File: src/rtl/cpu_config.svh
`ifndef CPU_CONFIG_SVH
`define CPU_CONFIG_SVH

// data and address width
`define WORD_SIZE 16

`define REG_COUNT 4
`define REG_ADDR_BITS 2

// address of the first fetch
`define PC_RESET `WORD_SIZE'h0000

`endif

File: src/rtl/cpuPkg.sv
package cpuPkg;

    // opcodes
    localparam logic [3:0] opBne   = 4'd0;
    localparam logic [3:0] opBeq   = 4'd1;
    localparam logic [3:0] opBgz   = 4'd2;
    localparam logic [3:0] opBlz   = 4'd3;
    localparam logic [3:0] opAdi   = 4'd4;
    localparam logic [3:0] opOri   = 4'd5;
    localparam logic [3:0] opLhi   = 4'd6;
    localparam logic [3:0] opLwd   = 4'd7;
    localparam logic [3:0] opSwd   = 4'd8;
    localparam logic [3:0] opJmp   = 4'd9;
    localparam logic [3:0] opJal   = 4'd10;
    localparam logic [3:0] opRtype = 4'd15;

    // R-type function codes
    localparam logic [5:0] fnAdd = 6'd0;
    localparam logic [5:0] fnSub = 6'd1;
    localparam logic [5:0] fnAnd = 6'd2;
    localparam logic [5:0] fnOrr = 6'd3;
    localparam logic [5:0] fnNot = 6'd4;
    localparam logic [5:0] fnTcp = 6'd5;
    localparam logic [5:0] fnShl = 6'd6;
    localparam logic [5:0] fnShr = 6'd7;
    localparam logic [5:0] fnJpr = 6'd25;
    localparam logic [5:0] fnJrl = 6'd26;
    localparam logic [5:0] fnWwd = 6'd28;
    localparam logic [5:0] fnHlt = 6'd29;

    // low eight match the R-type function codes, branches follow opcode order
    localparam logic [3:0] aluOpAdd = 4'd0;
    localparam logic [3:0] aluOpSub = 4'd1;
    localparam logic [3:0] aluOpAnd = 4'd2;
    localparam logic [3:0] aluOpOr  = 4'd3;
    localparam logic [3:0] aluOpNot = 4'd4;
    localparam logic [3:0] aluOpTcp = 4'd5;
    localparam logic [3:0] aluOpShl = 4'd6;
    localparam logic [3:0] aluOpShr = 4'd7;
    localparam logic [3:0] aluOpBne = 4'd8;
    localparam logic [3:0] aluOpBeq = 4'd9;
    localparam logic [3:0] aluOpBgz = 4'd10;
    localparam logic [3:0] aluOpBlz = 4'd11;

    typedef struct packed {
        logic [3:0] opcode;
        logic [1:0] rs;
        logic [1:0] rt;
        logic [1:0] rd;
        logic [5:0] func;
    } rView;

    typedef struct packed {
        logic [3:0] opcode;
        logic [1:0] rs;
        logic [1:0] rt;
        logic [7:0] imm;
    } iView;

    typedef struct packed {
        logic [3:0]  opcode;
        logic [11:0] target;
    } jView;

    typedef union packed {
        rView r;
        iView i;
        jView j;
    } instrWord;

endpackage

File: src/rtl/registerFile.sv
`include "cpu_config.svh"

module registerFile (
    input  logic                      Clk,
    input  logic                      rstN,
    input  logic [`REG_ADDR_BITS-1:0] readAddr1,
    input  logic [`REG_ADDR_BITS-1:0] readAddr2,
    input  logic [`REG_ADDR_BITS-1:0] writeAddr,
    input  logic [`WORD_SIZE-1:0]     writeData,
    input  logic                      writeEn,
    output logic [`WORD_SIZE-1:0]     readData1,
    output logic [`WORD_SIZE-1:0]     readData2
);

    logic [`WORD_SIZE-1:0] regs [`REG_COUNT];

    always_ff @(posedge Clk or negedge rstN) begin
        if (!rstN) begin
            for (int i = 0; i < `REG_COUNT; i++) begin
                regs[i] <= '0;
            end
        end else if (writeEn) begin
            regs[writeAddr] <= writeData;
        end
    end

    // WB write is visible to ID in the same cycle
    assign readData1 = (writeEn && writeAddr == readAddr1) ? writeData : regs[readAddr1];
    assign readData2 = (writeEn && writeAddr == readAddr2) ? writeData : regs[readAddr2];

endmodule

File: src/rtl/alu.sv
`include "cpu_config.svh"

module alu import cpuPkg::*; (
    input  logic [`WORD_SIZE-1:0] a,
    input  logic [`WORD_SIZE-1:0] b,
    input  logic [3:0]            op,
    output logic [`WORD_SIZE-1:0] result,
    output logic                  branchTaken
);

    always_comb begin
        result = '0;
        branchTaken = 1'b0;
        case (op)
            aluOpAdd: result = a + b;
            aluOpSub: result = a - b;
            aluOpAnd: result = a & b;
            aluOpOr:  result = a | b;
            aluOpNot: result = ~a;
            aluOpTcp: result = ~a + 1'b1;
            aluOpShl: result = a << 1;
            // shift right keeps the sign
            aluOpShr: result = {a[`WORD_SIZE-1], a[`WORD_SIZE-1:1]};
            aluOpBne: branchTaken = (a != b);
            aluOpBeq: branchTaken = (a == b);
            aluOpBgz: branchTaken = !a[`WORD_SIZE-1] && (a != '0);
            aluOpBlz: branchTaken = a[`WORD_SIZE-1];
            default: ;
        endcase
    end

endmodule

File: src/rtl/hazardUnit.sv
`include "cpu_config.svh"

module hazardUnit (
    input  logic [`REG_ADDR_BITS-1:0] idRs,
    input  logic [`REG_ADDR_BITS-1:0] idRt,
    input  logic                      useRs,
    input  logic                      useRt,
    input  logic [`REG_ADDR_BITS-1:0] exRs,
    input  logic [`REG_ADDR_BITS-1:0] exRt,
    input  logic [`REG_ADDR_BITS-1:0] exRd,
    input  logic                      exMemRead,
    input  logic                      exIsJumpR,
    input  logic [`REG_ADDR_BITS-1:0] memRd,
    input  logic                      memRegWrite,
    input  logic [`REG_ADDR_BITS-1:0] wbRd,
    input  logic                      wbRegWrite,
    output logic [1:0]                forwardA,
    output logic [1:0]                forwardB,
    output logic                      stall
);

    logic idReadsExRd;

    // 1 takes EX/MEM, 2 takes MEM/WB, the younger producer wins
    function automatic logic [1:0] fwdSel(input logic [`REG_ADDR_BITS-1:0] src,
                                          input logic [`REG_ADDR_BITS-1:0] mRd,
                                          input logic mWrite,
                                          input logic [`REG_ADDR_BITS-1:0] wRd,
                                          input logic wWrite);
        if (mWrite && mRd == src) begin
            return 2'd1;
        end
        return (wWrite && wRd == src) ? 2'd2 : 2'd0;
    endfunction

    assign forwardA = fwdSel(exRs, memRd, memRegWrite, wbRd, wbRegWrite);
    assign forwardB = fwdSel(exRt, memRd, memRegWrite, wbRd, wbRegWrite);

    assign idReadsExRd = (useRs && idRs == exRd) || (useRt && idRt == exRd);
    // hold ID behind a load or register jump that writes one of its sources
    assign stall = idReadsExRd && (exMemRead || exIsJumpR);

    fwdAValid: assert final (forwardA != 2'd3);

endmodule

File: src/rtl/instrDecoder.sv
module instrDecoder import cpuPkg::*; (
    input  instrWord instr,
    output logic     regDst,
    output logic     isJumpI,
    output logic     isJumpR,
    output logic     isAlu,
    output logic     aluSrc,
    output logic     isBranch,
    output logic     memRead,
    output logic     memWrite,
    output logic     memToReg,
    output logic     regWrite,
    output logic     wwd,
    output logic     isHalt,
    output logic     useRs,
    output logic     useRt
);

    always_comb begin
        {regDst, isJumpI, isJumpR, isAlu, aluSrc, isBranch, memRead} = '0;
        {memWrite, memToReg, regWrite, wwd, isHalt, useRs, useRt} = '0;
        case (instr.r.opcode)
            opBne, opBeq: begin
                isBranch = 1'b1;
                useRs = 1'b1;
                useRt = 1'b1;
            end
            opBgz, opBlz: begin
                isBranch = 1'b1;
                useRs = 1'b1;
            end
            opAdi, opOri, opLhi: begin
                aluSrc = 1'b1;
                regWrite = 1'b1;
                // LHI ignores rs
                useRs = (instr.i.opcode != opLhi);
            end
            opLwd: begin
                aluSrc = 1'b1;
                memRead = 1'b1;
                memToReg = 1'b1;
                regWrite = 1'b1;
                useRs = 1'b1;
            end
            opSwd: begin
                aluSrc = 1'b1;
                memWrite = 1'b1;
                useRs = 1'b1;
                useRt = 1'b1;
            end
            opJmp, opJal: begin
                isJumpI = 1'b1;
                regWrite = (instr.j.opcode == opJal);
            end
            opRtype: begin
                case (instr.r.func)
                    fnAdd, fnSub, fnAnd, fnOrr, fnNot, fnTcp, fnShl, fnShr: begin
                        regDst = 1'b1;
                        isAlu = 1'b1;
                        regWrite = 1'b1;
                        useRs = 1'b1;
                        // unary ops read rs only
                        useRt = (instr.r.func < fnNot);
                    end
                    fnWwd: begin
                        wwd = 1'b1;
                        useRs = 1'b1;
                    end
                    fnJpr, fnJrl: begin
                        isJumpR = 1'b1;
                        regWrite = (instr.r.func == fnJrl);
                        useRs = 1'b1;
                    end
                    fnHlt: isHalt = 1'b1;
                    default: ;
                endcase
            end
            default: ;
        endcase
    end

endmodule

File: src/rtl/datapath.sv
`include "cpu_config.svh"

module datapath import cpuPkg::*; (
    input  logic                  Clk,
    input  logic                  rstN,
    output logic                  readM1,
    output logic [`WORD_SIZE-1:0] address1,
    input  logic [`WORD_SIZE-1:0] data1,
    output logic                  readM2,
    output logic                  writeM2,
    output logic [`WORD_SIZE-1:0] address2,
    output logic [`WORD_SIZE-1:0] writeData,
    input  logic [`WORD_SIZE-1:0] readData,
    input  logic                  regDst,
    input  logic                  isJumpI,
    input  logic                  isJumpR,
    input  logic                  isAlu,
    input  logic                  aluSrc,
    input  logic                  isBranch,
    input  logic                  memRead,
    input  logic                  memWrite,
    input  logic                  memToReg,
    input  logic                  regWrite,
    input  logic                  wwd,
    input  logic                  isHalt,
    input  logic                  useRs,
    input  logic                  useRt,
    output instrWord              idInstr,
    output logic                  halted,
    output logic [`WORD_SIZE-1:0] numInst,
    output logic [`WORD_SIZE-1:0] outputPort,
    output logic                  outputStrobe
);

    // control layout: jumpI 8, jumpR 7, aluSrc 6, branch 5, memRead 4,
    // memWrite 3, memToReg 2, regWrite 1, wwd 0
    logic [8:0]                idCtrl;
    logic [`WORD_SIZE-1:0]     pc, pcPlus1, nextPc;
    logic [`WORD_SIZE-1:0]     ifIdPc;
    logic                      ifIdBubble;

    logic [`WORD_SIZE-1:0]     idExPc, idExRsVal, idExRtVal, idExImm;
    logic [`REG_ADDR_BITS-1:0] idExRs, idExRt, idExRd;
    logic [3:0]                idExAluOp;
    logic [8:0]                idExCtrl;
    logic                      idExLhi, idExHalt, idExBubble;

    logic [`WORD_SIZE-1:0]     exMemResult, exMemStore;
    logic [`REG_ADDR_BITS-1:0] exMemRd;
    logic [4:0]                exMemCtrl;
    logic                      exMemHalt, exMemBubble;

    logic [`WORD_SIZE-1:0]     memWbResult, memWbLoad;
    logic [`REG_ADDR_BITS-1:0] memWbRd;
    logic [2:0]                memWbCtrl;
    logic                      memWbHalt, memWbBubble;

    logic                      freeze, idValid, idUseRs, idUseRt, idJump, stall, loadIdEx;
    logic [`REG_ADDR_BITS-1:0] idRd;
    logic [`WORD_SIZE-1:0]     idRsVal, idRtVal, idImm;
    logic [3:0]                idAluOp;

    logic [1:0]                forwardA, forwardB;
    logic [`WORD_SIZE-1:0]     rsFwd, rtFwd, aluB, aluResult, exResult, exTarget, wbData;
    logic                      branchTaken, exLink, exRedirect;

    function automatic logic [`WORD_SIZE-1:0] pickOperand(input logic [1:0] sel,
                                                          input logic [`WORD_SIZE-1:0] regVal,
                                                          input logic [`WORD_SIZE-1:0] memVal,
                                                          input logic [`WORD_SIZE-1:0] wbVal);
        case (sel)
            2'd1: return memVal;
            2'd2: return wbVal;
            default: return regVal;
        endcase
    endfunction

    // an HLT in flight squashes everything younger and stops fetch
    assign freeze = halted || idExHalt || exMemHalt || memWbHalt;
    assign idValid = !ifIdBubble && !freeze;
    assign idUseRs = idValid && useRs;
    assign idUseRt = idValid && useRt;
    assign idJump = idValid && isJumpI;
    assign loadIdEx = idValid && !exRedirect && !stall;
    assign idCtrl = {isJumpI, isJumpR, aluSrc, isBranch, memRead, memWrite, memToReg,
                     regWrite, wwd};

    // JAL and JRL link into register 2
    assign idRd = ((isJumpI || isJumpR) && regWrite) ? `REG_ADDR_BITS'd2 :
                  regDst ? idInstr.r.rd : idInstr.r.rt;

    always_comb begin
        case (idInstr.i.opcode)
            opLhi: idImm = {idInstr.i.imm, 8'h00};
            opOri: idImm = {8'h00, idInstr.i.imm};
            default: idImm = {{8{idInstr.i.imm[7]}}, idInstr.i.imm};
        endcase
    end

    always_comb begin
        if (isBranch) begin
            idAluOp = aluOpBne + idInstr.i.opcode;
        end else if (isAlu) begin
            idAluOp = idInstr.r.func[3:0];
        end else begin
            idAluOp = (idInstr.i.opcode == opOri) ? aluOpOr : aluOpAdd;
        end
    end

    assign rsFwd = pickOperand(forwardA, idExRsVal, exMemResult, wbData);
    assign rtFwd = pickOperand(forwardB, idExRtVal, exMemResult, wbData);
    // WWD passes rs through as rs + 0
    assign aluB = idExCtrl[0] ? '0 : idExCtrl[6] ? idExImm : rtFwd;

    assign exLink = (idExCtrl[8] || idExCtrl[7]) && idExCtrl[1];
    assign exResult = exLink ? idExPc : idExLhi ? idExImm : aluResult;
    assign exRedirect = (idExCtrl[5] && branchTaken) || idExCtrl[7];
    assign exTarget = idExCtrl[7] ? rsFwd : idExPc + idExImm;

    assign pcPlus1 = pc + 1'b1;
    assign nextPc = freeze     ? pc :
                    exRedirect ? exTarget :
                    stall      ? pc :
                    idJump     ? {ifIdPc[`WORD_SIZE-1:12], idInstr.j.target} :
                    pcPlus1;

    assign readM1 = !halted;
    assign address1 = pc;
    assign readM2 = exMemCtrl[4];
    assign writeM2 = exMemCtrl[3];
    assign address2 = exMemResult;
    assign writeData = exMemStore;
    assign wbData = memWbCtrl[2] ? memWbLoad : memWbResult;

    always_ff @(posedge Clk or negedge rstN) begin
        if (!rstN) begin
            pc <= `PC_RESET;
            ifIdBubble <= 1'b1;
            idExBubble <= 1'b1;
            idExCtrl <= '0;
            idExHalt <= 1'b0;
            exMemBubble <= 1'b1;
            exMemCtrl <= '0;
            exMemHalt <= 1'b0;
            memWbBubble <= 1'b1;
            memWbCtrl <= '0;
            memWbHalt <= 1'b0;
            halted <= 1'b0;
            numInst <= '0;
            outputPort <= '0;
            outputStrobe <= 1'b0;
        end else begin
            pc <= nextPc;
            if (freeze || exRedirect || idJump) begin
                ifIdBubble <= 1'b1;
            end else if (!stall) begin
                ifIdBubble <= 1'b0;
            end
            idExBubble <= !loadIdEx;
            idExCtrl <= loadIdEx ? idCtrl : '0;
            idExHalt <= loadIdEx && isHalt;
            exMemBubble <= idExBubble;
            exMemCtrl <= idExCtrl[4:0];
            exMemHalt <= idExHalt;
            memWbBubble <= exMemBubble;
            memWbCtrl <= exMemCtrl[2:0];
            memWbHalt <= exMemHalt;
            // retire
            outputStrobe <= !memWbBubble && memWbCtrl[0];
            if (!memWbBubble) begin
                numInst <= numInst + 1'b1;
                if (memWbCtrl[0]) begin
                    outputPort <= wbData;
                end
                if (memWbHalt) begin
                    halted <= 1'b1;
                end
            end
        end
    end

    always_ff @(posedge Clk) begin
        if (!stall) begin
            idInstr <= data1;
            ifIdPc <= pcPlus1;
        end
        idExPc <= ifIdPc;
        idExRsVal <= idRsVal;
        idExRtVal <= idRtVal;
        idExImm <= idImm;
        idExRs <= idInstr.r.rs;
        idExRt <= idInstr.r.rt;
        idExRd <= idRd;
        idExAluOp <= idAluOp;
        idExLhi <= (idInstr.i.opcode == opLhi);
        exMemResult <= exResult;
        exMemStore <= rtFwd;
        exMemRd <= idExRd;
        memWbResult <= exMemResult;
        memWbLoad <= readData;
        memWbRd <= exMemRd;
    end

    registerFile uRegFile (
        .Clk      (Clk),
        .rstN     (rstN),
        .readAddr1(idInstr.r.rs),
        .readAddr2(idInstr.r.rt),
        .writeAddr(memWbRd),
        .writeData(wbData),
        .writeEn  (memWbCtrl[1]),
        .readData1(idRsVal),
        .readData2(idRtVal)
    );

    alu uAlu (
        .a          (rsFwd),
        .b          (aluB),
        .op         (idExAluOp),
        .result     (aluResult),
        .branchTaken(branchTaken)
    );

    hazardUnit uHazard (
        .idRs       (idInstr.r.rs),
        .idRt       (idInstr.r.rt),
        .useRs      (idUseRs),
        .useRt      (idUseRt),
        .exRs       (idExRs),
        .exRt       (idExRt),
        .exRd       (idExRd),
        .exMemRead  (idExCtrl[4]),
        .exIsJumpR  (idExCtrl[7]),
        .memRd      (exMemRd),
        .memRegWrite(exMemCtrl[1]),
        .wbRd       (memWbRd),
        .wbRegWrite (memWbCtrl[1]),
        .forwardA   (forwardA),
        .forwardB   (forwardB),
        .stall      (stall)
    );

    // one data port access per cycle
    memExclusive: assert property (@(posedge Clk) disable iff (!rstN) !(readM2 && writeM2));

    pcFrozen: assert property (@(posedge Clk) disable iff (!rstN) halted |=> $stable(pc));

endmodule

File: src/rtl/cpuTop.sv
`include "cpu_config.svh"

module cpuTop import cpuPkg::*; (
    input  logic                  Clk,
    input  logic                  rstN,
    output logic                  readM1,
    output logic [`WORD_SIZE-1:0] address1,
    input  logic [`WORD_SIZE-1:0] data1,
    output logic                  readM2,
    output logic                  writeM2,
    output logic [`WORD_SIZE-1:0] address2,
    output logic [`WORD_SIZE-1:0] writeData,
    input  logic [`WORD_SIZE-1:0] readData,
    output logic                  halted,
    output logic [`WORD_SIZE-1:0] numInst,
    output logic [`WORD_SIZE-1:0] outputPort,
    output logic                  outputStrobe
);

    instrWord idInstr;
    logic     regDst, isJumpI, isJumpR, isAlu, aluSrc, isBranch, memRead;
    logic     memWrite, memToReg, regWrite, wwd, isHalt, useRs, useRt;

    datapath uDatapath (.*);

    // decodes the instruction held in IF/ID
    instrDecoder uDecoder (
        .instr(idInstr),
        .*
    );

endmodule

File: config.mk
export PLATFORM = sky130hd
export DESIGN_NAME = cpuTop
export DESIGN_NICKNAME = d
export VERILOG_FILES = /design/src/rtl/cpuPkg.sv /design/src/rtl/registerFile.sv /design/src/rtl/alu.sv /design/src/rtl/hazardUnit.sv /design/src/rtl/instrDecoder.sv /design/src/rtl/datapath.sv /design/src/rtl/cpuTop.sv
export VERILOG_INCLUDE_DIRS = /design/src /design/src/rtl
export SDC_FILE = /design/constraint.sdc
export NUM_CORES = 1
export LEC_CHECK = 0
export BUFFER_PORTS_ARGS = -buffer_cell sky130_fd_sc_hd__buf_2
export CAP_MARGIN = 20
export CORE_MARGIN = 10
export CORE_UTILIZATION = 46
export CTS_CLUSTER_SIZE = 8
export DETAILED_ROUTE_END_ITERATION = 7
export GPL_TIMING_DRIVEN = 0
export PLACE_DENSITY = 0.7
export SYNTH_ARGS = -nofsm -noshare
export SYNTH_HDL_FRONTEND = slang
export SYNTH_HIERARCHICAL = 1
export SYNTH_SLANG_ARGS = --single-unit
File: constraint.sdc
create_clock -name Clk -period 7.8 [get_ports Clk]
set_input_delay 1.95 -clock Clk [delete_from_list [all_inputs] [get_ports Clk]]
set_output_delay 1.95 -clock Clk [all_outputs]
set_load 0.01 [all_outputs]
==> run_results.csv, run 1 <==
group,metric,value,unit
run_status,status,"finished clean",
synthesis,syn-instance-count,1586,
clock_tree,postCtsSetupBuffers,0,
pwr,power.density,398.7,nW/um2
synthesis,ys_ff_latch,313,
sta,setup_tns,0,ns
worst_setup_path,critical_path_class,"reg -> reg",
floorplanning,start_util,0.4696,
floorplanning,die_width,211.0,um
worst_setup_path,cp-end-kind,"register",
synthesis,netlist.area_leader.share,0.1998,
clock_tree,clk_latency,0.56,ns
pwr,ir_drop,0.0002750,V
layout,nFillCells,3149,
pwr,power_switching,3.050,mW
synthesis,synth_seq_area_share,0.4339,
pwr,pwr-share-clk,0.232,
place,placed_area,18110,um2
pwr,seqPwrFrac,0.335,
layout,fin_cells,2259,
grt,antenna_found_initial,3,
sta,layout_min_cycle_time,7.518,ns
clock_tree,cts_hold_buf,0,
worst_hold_path,hold_path.class,"reg -> reg",
place,post-place-ws,0.6628,ns
worst_setup_path,slowest_stage,"o21ai_0",
route,drc,0,
place,hpwl,39.15,mm
worst_hold_path,holdCritStartpoint,"uDatapath/ifIdPc[0]$_DFFE_PN_",
sta,fmax,0.1330,GHz
grt,grt_pass1_wl,80.25,mm
worst_setup_path,cp_max_fo,10,
worst_setup_path,crit_required,8.24,ns
sta,setup_viol,0,
sta,fin_hold_ws,0.3372,ns
layout,final_nets,1876,
floorplanning,core,35740,um2
worst_setup_path,r2r_start,"uDatapath/exMemRd[1]$_DFF_P_",
synthesis,synth.distinct_cells,94,
synthesis,synthArstFlopShare,0.4409,
route,drt_wl_total,52.00,mm
synthesis,ys_warn_count,6,
sta,hold_viol,0,
floorplanning,die_area,44530,um2
route,firstDrtPassIters,6,
floorplanning,rows,69,
synthesis,synth_edf_count,32,
place,io_buffers,118,
synthesis,synth_flop_cell,"dfxtp_1",
run,maxCapViolations,0,
grt,grt_start_max_net_pins,80,
clock_tree,path_clk_slew,0.05,ns
clock_tree,cts.sink_count,313,
layout,area_growth,15.76,%
layout,final_area,19430,um2
grt,grt_overflow,0,
layout,layout-drive-gt1-share,0.2230,
sta,rsz0062_at_grt,"no",
route,first_iter_violations,1466,
sta,max_slew_margin,0.2132,
synthesis,yosys-top-cells-area,"dfrtp_1 20%, dfxtp_1 17%, mux2_2 7.2%",
layout,post-route-util,0.5436,
pwr,finalPower,7.746,mW
route,avgRoutedWirePerCell,23.02,um
worst_setup_path,worstPathArrival,7.95,ns
route,detail-route-antenna-nets,0,
pwr,p_leak,8.435,nW
worst_setup_path,reg2reg_slack,0.28,ns
clock_tree,h-tree-depth,2,
pwr,combinationalPowerShare,0.433,
synthesis,synth_area_per_cell,10.58,um2
sta,final.period_utilization,0.9639,
sta,skew,0.02378,ns
floorplanning,die_y,211.0,um
sta,fin_ws,0.2818,ns
worst_setup_path,cpMostUsedCell,"clkbuf_1",
worst_setup_path,crit_path_max_incr_delay,0.89,ns
pwr,netSwitchingFraction,0.3938,
worst_hold_path,hold_depth,0,
synthesis,syn_nets,1695,
sta,drv_slew,0,
pwr,internal_power,4.696,mW
clock_tree,root_buffer,"clkbuf_16",
grt,grt_use_total,0.2315,
layout,antenna_cells,0,
synthesis,syn_area,16780,um2
grt,grt_pass1_vias,13480,
clock_tree,cts_buffers,45,
route,viasPerCell,5.964,
place,dp_cells,2180,
synthesis,yosysTopAreaCell,"dfrtp_1",
worst_setup_path,critPathLaunchType,"register",
clock_tree,cts_resized,0,
clock_tree,tritoncts,"yes",
floorplanning,io-pin-count,119,
worst_setup_path,r2r_end,"uDatapath/address1[11]$_DFFE_PN0P_",
clock_tree,clockBufferDepth,3,
route,num_vias,13470,
sta,worst_slew_pin_slew,1.168,ns
place,place.gp.congestion,0.9655,
worst_setup_path,reg2regPathDepth,26,
worst_hold_path,holdPathEnd,"uDatapath/idExPc[0]$_DFF_P_",
==> cell usage in the layout (no fill, tap or decap), types with 13 or more instances in the layout <==
master	netlist	final
clkbuf_16	0	46
mux2i_1	42	42
mux2_4	21	21
a21oi_1	89	89
nor4_1	13	13
nand2b_1	14	14
mux2_2	107	107
xor2_1	17	17
clkbuf_1	46	74
buf_4	9	18
buf_2	16	137
nor2b_1	23	23
a22oi_1	37	37
a31oi_1	14	14
nor2_1	113	113
nand3_1	29	29
dfxtp_1	143	143
ha_1	72	72
dfrtp_1	134	134
and2_1	18	18
xnor2_1	60	60
mux4_2	22	22
nand2_1	120	120
and3_1	13	13
edfxtp_1	32	32
inv_1	63	63
nor3_1	27	27
o21ai_0	68	59
==> critical path, delay by kind of cell (launching register included) <==
kind                     cells  cell delay [ns]
XOR/XNOR                     1             0.14
multiplexers                 1             0.19
adder cells (fa/ha/maj)      2             0.43
AND/OR/NAND/NOR              7             2.14
flip-flops                   1             0.38
buffers and inverters        6             1.57
AO/OA/AOI/OAI                9             2.55
==> final cells by class <==
| type | instances | area, um2 | area share |
|---|---|---|---|
| Buffer | 90 | 484.2 | 0.02492 |
| Clock buffer | 75 | 1270 | 0.06537 |
| Clock inverter | 3 | 41.29 | 0.002125 |
| Inverter | 63 | 236.5 | 0.01217 |
| Multi-Input combinational cell | 1120 | 8787 | 0.4523 |
| Sequential cell | 313 | 7282 | 0.3748 |
| Tap cell | 461 | 576.8 | 0.02969 |
| Timing Repair Buffer | 134 | 750.7 | 0.03864 |
==> sequential cells by signal (all words and copies together), names as in the netlist, 2 cells and up <==
signal and flops:
uDatapath/idExAluOp 4, uDatapath/memWbLoad 16, uDatapath/idExPc 16, uDatapath/memWbCtrl 3, uDatapath/exMemCtrl 5, uDatapath/idExRt 2
uDatapath/idExRd 2, uDatapath/idExRtVal 16, uDatapath/idExCtrl 9, uDatapath/address1 16, uDatapath/numInst 16, uDatapath/memWbRd 2
uDatapath/exMemRd 2, uDatapath/idExImm 16, uDatapath/writeData 16, uDatapath/memWbResult 16, uDatapath/idExRsVal 16, uDatapath/uRegFile/regs 64
uDatapath/ifIdPc 16, uDatapath/idExRs 2, uDatapath/outputPort 16, uDatapath/address2 16, uDatapath/idInstr 16
==> cell usage after synthesis (9+ instances only) <==
cell type,count
clkbuf_1,46
nor3_1,27
mux4_2,22
nor2_1,113
and2_1,18
ha_1,72
a211oi_1,11
a31oi_1,14
mux4_1,10
buf_4,9
inv_1,63
nand2_1,120
or3_1,9
buf_1,9
xor2_1,17
nand4_1,10
mux2_4,21
nand3_1,29
nand2b_1,14
and3_1,13
a21oi_1,89
o221ai_1,9
xnor2_1,60
o21ai_0,68
o22ai_1,11
dfrtp_1,134
a22oi_1,37
a221oi_1,12
mux2_2,107
nor4_1,13
buf_2,16
mux2i_1,42
nor2b_1,23
dfxtp_1,143
edfxtp_1,32
==> metal layers <==
layer | global-route usage | wire (um)
met4 | 0.07917 | 1545
met5 | 0 | 0
met3 | 0.05608 | 5052
met2 | 0.3579 | 23230
met1 | 0.3113 | 22170
==> cells by family (layout without fill, tap and decap cells) <==
| kind of cell | after synthesis | after routing | synth area share |
|---|---|---|---|
| compound gates | 333 | 333 | 0.1327 |
| mux | 205 | 205 | 0.1628 |
| fa+ha+maj | 75 | 75 | 0.05725 |
| xor+xnor | 77 | 77 | 0.04018 |
| flops | 313 | 313 | 0.4339 |
| simple gates | 430 | 430 | 0.1302 |
| buf+inv | 153 | 365 | 0.04294 |
==> power by group through the flow <==
stage | registers [mW] | clock network, mW | logic [mW]
after detailed placement | 2.61 | 0 | 3.26
after global placement | 2.59 | 0 | 3.20
after CTS | 2.59 | 1.82 | 3.29
final | 2.60 | 1.79 | 3.35
after global routing | 2.66 | 1.89 | 3.62
after floorplan | 2.53 | 0 | 2.20
==> worst max path at each step <==
stage / startpoint / to / slack, ns / cells after the start
detailed placement: uDatapath/exMemRd[1]$_DFF_P_ / uDatapath/address1[11]$_DFFE_PN0P_ / 0.66 / 26
finish: uDatapath/exMemRd[1]$_DFF_P_ / uDatapath/address1[11]$_DFFE_PN0P_ / 0.28 / 26
CTS: uDatapath/exMemRd[1]$_DFF_P_ / uDatapath/address1[1]$_DFFE_PN0P_ / 0.55 / 25
global placement: uDatapath/exMemRd[0]$_DFF_P_ / uDatapath/address1[11]$_DFFE_PN0P_ / 0.28 / 24
floorplan: uDatapath/exMemRd[1]$_DFF_P_ / uDatapath/address1[11]$_DFFE_PN0P_ / 2.38 / 24
global route: uDatapath/exMemRd[1]$_DFF_P_ / uDatapath/address1[11]$_DFFE_PN0P_ / 0.005 / 25
Note: power is estimated with default switching activity, not from simulation.
==> inputs of run 2 (changes only) <==
- ABC_AREA: default -> 1
- PLACE_DENSITY: 0.7 -> 0.69
==> run 2 against run 1 <==
Clock-buffer cell count up 2. Final cell count up 44%. Total power down 3.9%. Worst hold slack better by 0.00065 ns. Sequential share of layout area down 2.4 points. Critical path type unchanged. Critical endpoint is now uDatapath/address1[6]$_DFFE_PN0P_.
==> run_results.csv, run 2 <==
group,metric,value,unit
synthesis,ys_ff_latch,313,
floorplanning,start_util,0.4670,
pwr,netSwitchingFraction,0.4366,
layout,area_growth,14.32,%
pwr,internal_power,4.194,mW
place,io_buffers,118,
synthesis,syn_area,18130,um2
synthesis,syn-instance-count,2537,
sta,drv_slew,0,
route,avgRoutedWirePerCell,19.75,um
synthesis,synth_flop_cell,"dfxtp_1",
worst_setup_path,endpoint,"uDatapath/address1[6]$_DFFE_PN0P_",
layout,nFillCells,3809,
synthesis,netlist.area_leader.share,0.1849,
layout,multi_input_area,9001,um2
grt,grt_overflow,0,
worst_setup_path,r2r_end,"uDatapath/address1[6]$_DFFE_PN0P_",
worst_setup_path,reg2reg_slack,1.39,ns
grt,grt_use_total,0.2679,
grt,grt_pass1_vias,17430,
synthesis,synth_edf_count,32,
worst_setup_path,cp-startpoint,"uDatapath/memWbRd[0]$_DFF_P_",
floorplanning,core,38830,um2
sta,hold_viol,0,
worst_setup_path,cp-end-kind,"register",
synthesis,yosysTopAreaCell,"dfrtp_1",
worst_setup_path,worstPathArrival,6.92,ns
sta,final.period_utilization,0.8214,
route,first_iter_violations,1833,
floorplanning,die_width,218.5,um
clock_tree,path_clk_slew,0.05,ns
synthesis,synth.distinct_cells,53,
run,maxCapViolations,0,
synthesis,synthTopCellsByCount,"708 x nand2_1, 346 x inv_1, 241 x nor2_1",
sta,worst_slew_pin_slew,1.012,ns
route,drt_wl_total,64.33,mm
place,place.gp.congestion,1.019,
floorplanning,io-pin-count,119,
layout,layout-drive-gt1-share,0.1190,
sta,setup_viol,0,
layout,layout_common_cells,"708 x nand2_1, 346 x inv_1, 241 x nor2_1, 239 x nand3_1, 151 x buf_2",
place,post-place-ws,1.750,ns
layout,antenna_cells,0,
worst_setup_path,critPathLaunchType,"register",
layout,top_register,"uDatapath/uRegFile/regs",
sta,layout_min_cycle_time,6.407,ns
floorplanning,rows,72,
worst_setup_path,cp_max_fo,10,
pwr,pwr-share-clk,0.244,
layout,layout_commonest_cell,"nand2_1",
pwr,finalPower,7.444,mW
place,hpwl,50.29,mm
route,viasPerCell,5.448,
synthesis,synthArstFlopShare,0.4409,
grt,antenna_found_initial,0,
clock_tree,cts_resized,0,
clock_tree,tritoncts,"yes",
run_status,status,"finished clean",
clock_tree,clockBufferDepth,3,
floorplanning,die_y,218.5,um
clock_tree,root_buffer,"clkbuf_16",
pwr,seqPwrFrac,0.340,
clock_tree,postCtsSetupBuffers,0,
worst_setup_path,critical_path_class,"reg -> reg",
layout,ff_latch_area,7282,um2
layout,largest_reg_flops,64,
pwr,ir_drop,0.0002394,V
route,num_vias,17740,
floorplanning,die_area,47760,um2
pwr,combinationalPowerShare,0.417,
clock_tree,cts_hold_buf,0,
synthesis,syn_nets,2646,
worst_setup_path,crit_required,8.32,ns
sta,fmax,0.1561,GHz
pwr,power_switching,3.250,mW
layout,final_nets,2813,
pwr,power.density,359.1,nW/um2
route,drc,0,
pwr,p_leak,10.56,nW
clock_tree,clk_latency,0.58,ns
synthesis,ys_warn_count,6,
clock_tree,cts_buffers,45,
sta,rsz0062_at_grt,"no",
worst_hold_path,hold_path.class,"reg -> reg",
synthesis,synth_area_per_cell,7.148,um2
synthesis,synth_seq_area_share,0.4016,
sta,setup_tns,0,ns
route,firstDrtPassIters,7,
sta,max_slew_margin,0.3252,
worst_setup_path,r2r_start,"uDatapath/memWbRd[0]$_DFF_P_",
clock_tree,h-tree-depth,2,
route,detail-route-antenna-nets,0,
grt,grt_pass1_wl,99.75,mm
worst_setup_path,reg2regPathDepth,26,
grt,grt_start_max_net_pins,80,
sta,skew,0.01684,ns
synthesis,yosys-top-cells-area,"dfrtp_1 18%, dfxtp_1 16%, nand2_1 15%",
clock_tree,cts.sink_count,313,
sta,fin_ws,1.393,ns
synthesis,synth.most_common_cell,"nand2_1",
run 2: cells by family after synthesis:
family                     synth area share
xor gates and xnor gates            0.01408
adders and majority gates           0.05299
DFF                                  0.4016
and+or+nand+nor                      0.3051
muxes                               0.01932
AOI/OAI and AO/OA                    0.1049
buffers and inverters                0.1020
run 2: layer usage:
layer	global-route usage	routed length (um)	vias to the layer above
met4	0.09998	2373	0
li1	-	-	8437
met1	0.3601	28290	8347
met5	0	0	-
met3	0.06644	6006	159
met2	0.4079	27660	800
run 2: worst min-delay path by stage:
stage,from,endpoint,slack (ns),cells past startpoint
3_5_place_dp,uDatapath/ifIdPc[1]$_DFFE_PN_,uDatapath/idExPc[1]$_DFF_P_,0.33,0
4_1_cts,uDatapath/ifIdPc[10]$_DFFE_PN_,uDatapath/idExPc[10]$_DFF_P_,0.34,0
5_1_grt,uDatapath/ifIdPc[5]$_DFFE_PN_,uDatapath/idExPc[5]$_DFF_P_,0.34,0
2_1_floorplan,uDatapath/ifIdPc[0]$_DFFE_PN_,uDatapath/idExPc[0]$_DFF_P_,0.32,0
3_3_place_gp,uDatapath/ifIdPc[10]$_DFFE_PN_,uDatapath/idExPc[10]$_DFF_P_,0.32,0
6_report,uDatapath/ifIdPc[10]$_DFFE_PN_,uDatapath/idExPc[10]$_DFF_P_,0.34,0
run 2: worst max-delay path, cell delays in order, from the launching register on:
cell      delay (ns)
dfxtp_1         0.53
inv_1           0.11
nand2_1         0.07
nand4_1         0.11
nor2_2          0.19
ha_1            0.16
clkbuf_1        0.25
clkbuf_1        0.44
nand2_1         0.12
a21oi_1         0.76
inv_1           0.34
ha_1            0.37
buf_2           0.17
nor2_1          0.26
nand2_1         0.19
nor4_1          0.50
nand2_1         0.14
nand3_1         0.12
nand4_1         0.23
a21oi_2         0.39
inv_1           0.20
buf_2           0.24
a21oi_1         0.18
nand2_1         0.08
nand4_1         0.08
nand2_1         0.06
inv_1           0.06
run 2: power groups by stage:
stage	combinational (mW)	sequential, mW	clock, mW
after floorplan	2.00	2.46	0
after global placement	2.99	2.53	0
after detailed placement	3.03	2.54	0
after CTS	3.05	2.52	1.85
after global routing	3.47	2.58	1.92
final	3.10	2.53	1.81
run 2: per-stage QoR:
stage | cells | cell area, um2 | hold slack, ns | util
5_1_grt | 3257 | 20730 | 0.3444 | 0.5339
6_report | 3257 | 20730 | 0.3379 | 0.5339
3_5_place_dp | 3175 | 19430 | 0.3286 | 0.5005
4_1_cts | 3257 | 20730 | 0.3399 | 0.5339
2_1_floorplan | 2537 | 18130 | 0.3233 | -
3_3_place_gp | 3173 | 19370 | 0.3246 | 0.4989
run 2: area by class of cell:
type,count,area share
Multi-Input combinational cell,1771,0.4342
Sequential cell,313,0.3513
Inverter,361,0.06548
Clock buffer,77,0.06011
Timing Repair Buffer,120,0.03144
Tap cell,518,0.03126
Buffer,92,0.02378
Clock inverter,5,0.002475
==> inputs of run 3 (changes only) <==
- PLACE_DENSITY: 0.69 -> 0.72
- clock period: 7.8 -> 5.8 ns (I/O delays scaled with it)
==> run 3 against run 2 <==
Sequential share of layout area fell by 0.30 points. Non-clock buffer count rose by 2. Critical path type unchanged. Register-to-register slack got worse by 1.0 ns. Core utilization rose by 0.47 points. Fmax rose by 17%. Routed wire length rose by 0.79%. Via count rose by 0.17%. Global-route usage fell by 0.086 points. Sequential power rose by 35%. Critical endpoint unchanged.
==> run_results.csv, run 3 (synthesis results as in run 2) <==
group,metric,value,unit
layout,layout_common_cells,"708 x nand2_1, 346 x inv_1, 240 x nor2_1, 239 x nand3_1, 151 x buf_2",
worst_setup_path,crit_required,6.31,ns
worst_setup_path,cp_max_fo,10,
route,viasPerCell,5.455,
route,avgRoutedWirePerCell,19.90,um
layout,top_register,"uDatapath/uRegFile/regs",
layout,fin_cells,3258,
place,hpwl,50.10,mm
sta,worst_slew_pin_slew,0.8270,ns
floorplanning,start_util,0.4670,
place,dp_cells,3175,
floorplanning,rows,72,
run_status,status,"finished clean",
worst_setup_path,critPathLaunchType,"register",
clock_tree,tritoncts,"yes",
pwr,power.density,486.1,nW/um2
worst_setup_path,critical_path_class,"reg -> reg",
route,drc,0,
floorplanning,io-pin-count,119,
worst_setup_path,r2r_start,"uDatapath/memWbRd[0]$_DFF_P_",
clock_tree,h-tree-depth,2,
run,maxCapViolations,0,
grt,antenna_found_initial,2,
grt,grt_start_max_net_pins,92,
worst_setup_path,cpMostUsedCell,"nand2_1",
sta,drv_slew,0,
worst_setup_path,cpLargestDelayFamily,"simple AND/OR/NAND/NOR gates",
layout,nFillCells,3841,
place,place.gp.congestion,1.028,
clock_tree,clk_latency,0.58,ns
pwr,p_leak,10.63,nW
sta,layout_min_cycle_time,5.455,ns
floorplanning,core,38830,um2
worst_setup_path,path_buf_inv,7,
worst_hold_path,holdCritStartpoint,"uDatapath/ifIdPc[10]$_DFFE_PN_",
route,firstDrtPassIters,6,
route,first_iter_violations,1822,
floorplanning,die_area,47760,um2
grt,grt_pass1_wl,98.84,mm
sta,fin_hold_ws,0.3393,ns
worst_setup_path,slowest_stage,"ha_1",
sta,final.period_utilization,0.9405,
layout,largest_reg_flops,64,
clock_tree,cts.sink_count,313,
layout,layout_commonest_cell,"nand2_1",
layout,final_nets,2815,
route,num_vias,17770,
grt,grt_pass1_vias,17290,
sta,hold_viol,0,
sta,max_slew_margin,0.4487,
layout,layout-drive-gt1-share,0.1259,
worst_hold_path,hold_path.class,"reg -> reg",
clock_tree,root_buffer,"clkbuf_16",
clock_tree,path_clk_slew,0.05,ns
route,drt_wl_total,64.84,mm
worst_setup_path,cp-end-kind,"register",
grt,grt_overflow,0,
pwr,ir_drop,0.0003051,V
floorplanning,die_width,218.5,um
clock_tree,cts_hold_buf,0,
layout,antenna_cells,0,
place,io_buffers,118,
sta,setup_viol,0,
worst_setup_path,crit_path_max_incr_delay,0.50,ns
floorplanning,die_y,218.5,um
clock_tree,clockBufferDepth,3,
sta,fmax,0.1833,GHz
route,detail-route-antenna-nets,0,
sta,setup_tns,0,ns
clock_tree,cts_buffers,45,
sta,skew,0.02792,ns
layout,area_growth,15.32,%
worst_setup_path,cp-startpoint,"uDatapath/memWbRd[0]$_DFF_P_",
worst_setup_path,worstPathArrival,5.97,ns
grt,grt_use_total,0.2670,
==> run 3: cell types whose count changed in the layout (fill, tap and decap cells not counted), moves of 2 or more <==
cell / change
a21oi_4: +9
clkinv_8: -2
clkbuf_16: +2
clkinv_2: -2
a21oi_1: -6
clkbuf_1: -8
buf_4: +4
clkbuf_2: +5
clkbuf_8: +3
a21oi_2: -3
==> run 3: repair_timing <==
action                                  4_1_cts  5_1_grt
setup buffers                                 0        4
resized for setup                             6       23
endpoints found under the setup margin       27       27
==> run 3: layer usage <==
metal	share of wire	GRT usage	routed length [um]
met5	0.00042	0	27
met4	0.037	0.1002	2405
met3	0.091	0.05967	5903
met2	0.43	0.4099	27940
met1	0.44	0.3599	28560
==> run 3: through the flow <==
step | total power [mW] | worst slack [ns] | utilization | area, um2
2_1_floorplan | 6.004 | 1.567 | - | 18130
4_1_cts | 10.08 | 0.06370 | 0.5358 | 20810
3_3_place_gp | 7.458 | -0.5341 | 0.4989 | 19370
3_5_place_dp | 7.531 | -0.6110 | 0.5005 | 19430
6_report | 10.16 | 0.3453 | 0.5386 | 20910
5_1_grt | 10.87 | -0.002215 | 0.5386 | 20910
==> run 3: cell type report <==
cell class / instances / area, um2 / area share
plain buffers: 90 / 491.7 / 0.02351
clock buffers: 80 / 1330 / 0.06360
clock inverters: 1 / 8.758 / 0.0004188
inverters: 361 / 1361 / 0.06510
multi-input cells: 1771 / 9109 / 0.4356
flip-flops and latches: 313 / 7282 / 0.3482
well taps: 518 / 648.1 / 0.03099
repair buffers: 124 / 681.9 / 0.03261
==> run 3: path summary, 6_finish.rpt <==
kind / to / slack, ns / cells after the start
max: uDatapath/address1[6]$_DFFE_PN0P_ / 0.35 / 25
min: uDatapath/idExPc[10]$_DFF_P_ / 0.34 / 0
max reg2reg: uDatapath/address1[6]$_DFFE_PN0P_ / 0.35 / 25
min reg2reg: uDatapath/idExPc[10]$_DFF_P_ / 0.34 / 0
max in group asynchronous: uDatapath/idExBubble$_DFF_PN1_ / 4.12 / 2
min in group asynchronous: uDatapath/numInst[7]$_DFFE_PN0N_ / 0.82 / 1
==> run 3: where the power goes <==
| group | total, mW | internal [mW] | switching, mW | leakage, nW |
|---|---|---|---|---|
| Combinational | 4.26 | 1.33 | 2.93 | 6.68 |
| Sequential | 3.41 | 2.89 | 0.518 | 3.31 |
| Clock | 2.50 | 1.53 | 0.964 | 0.641 |
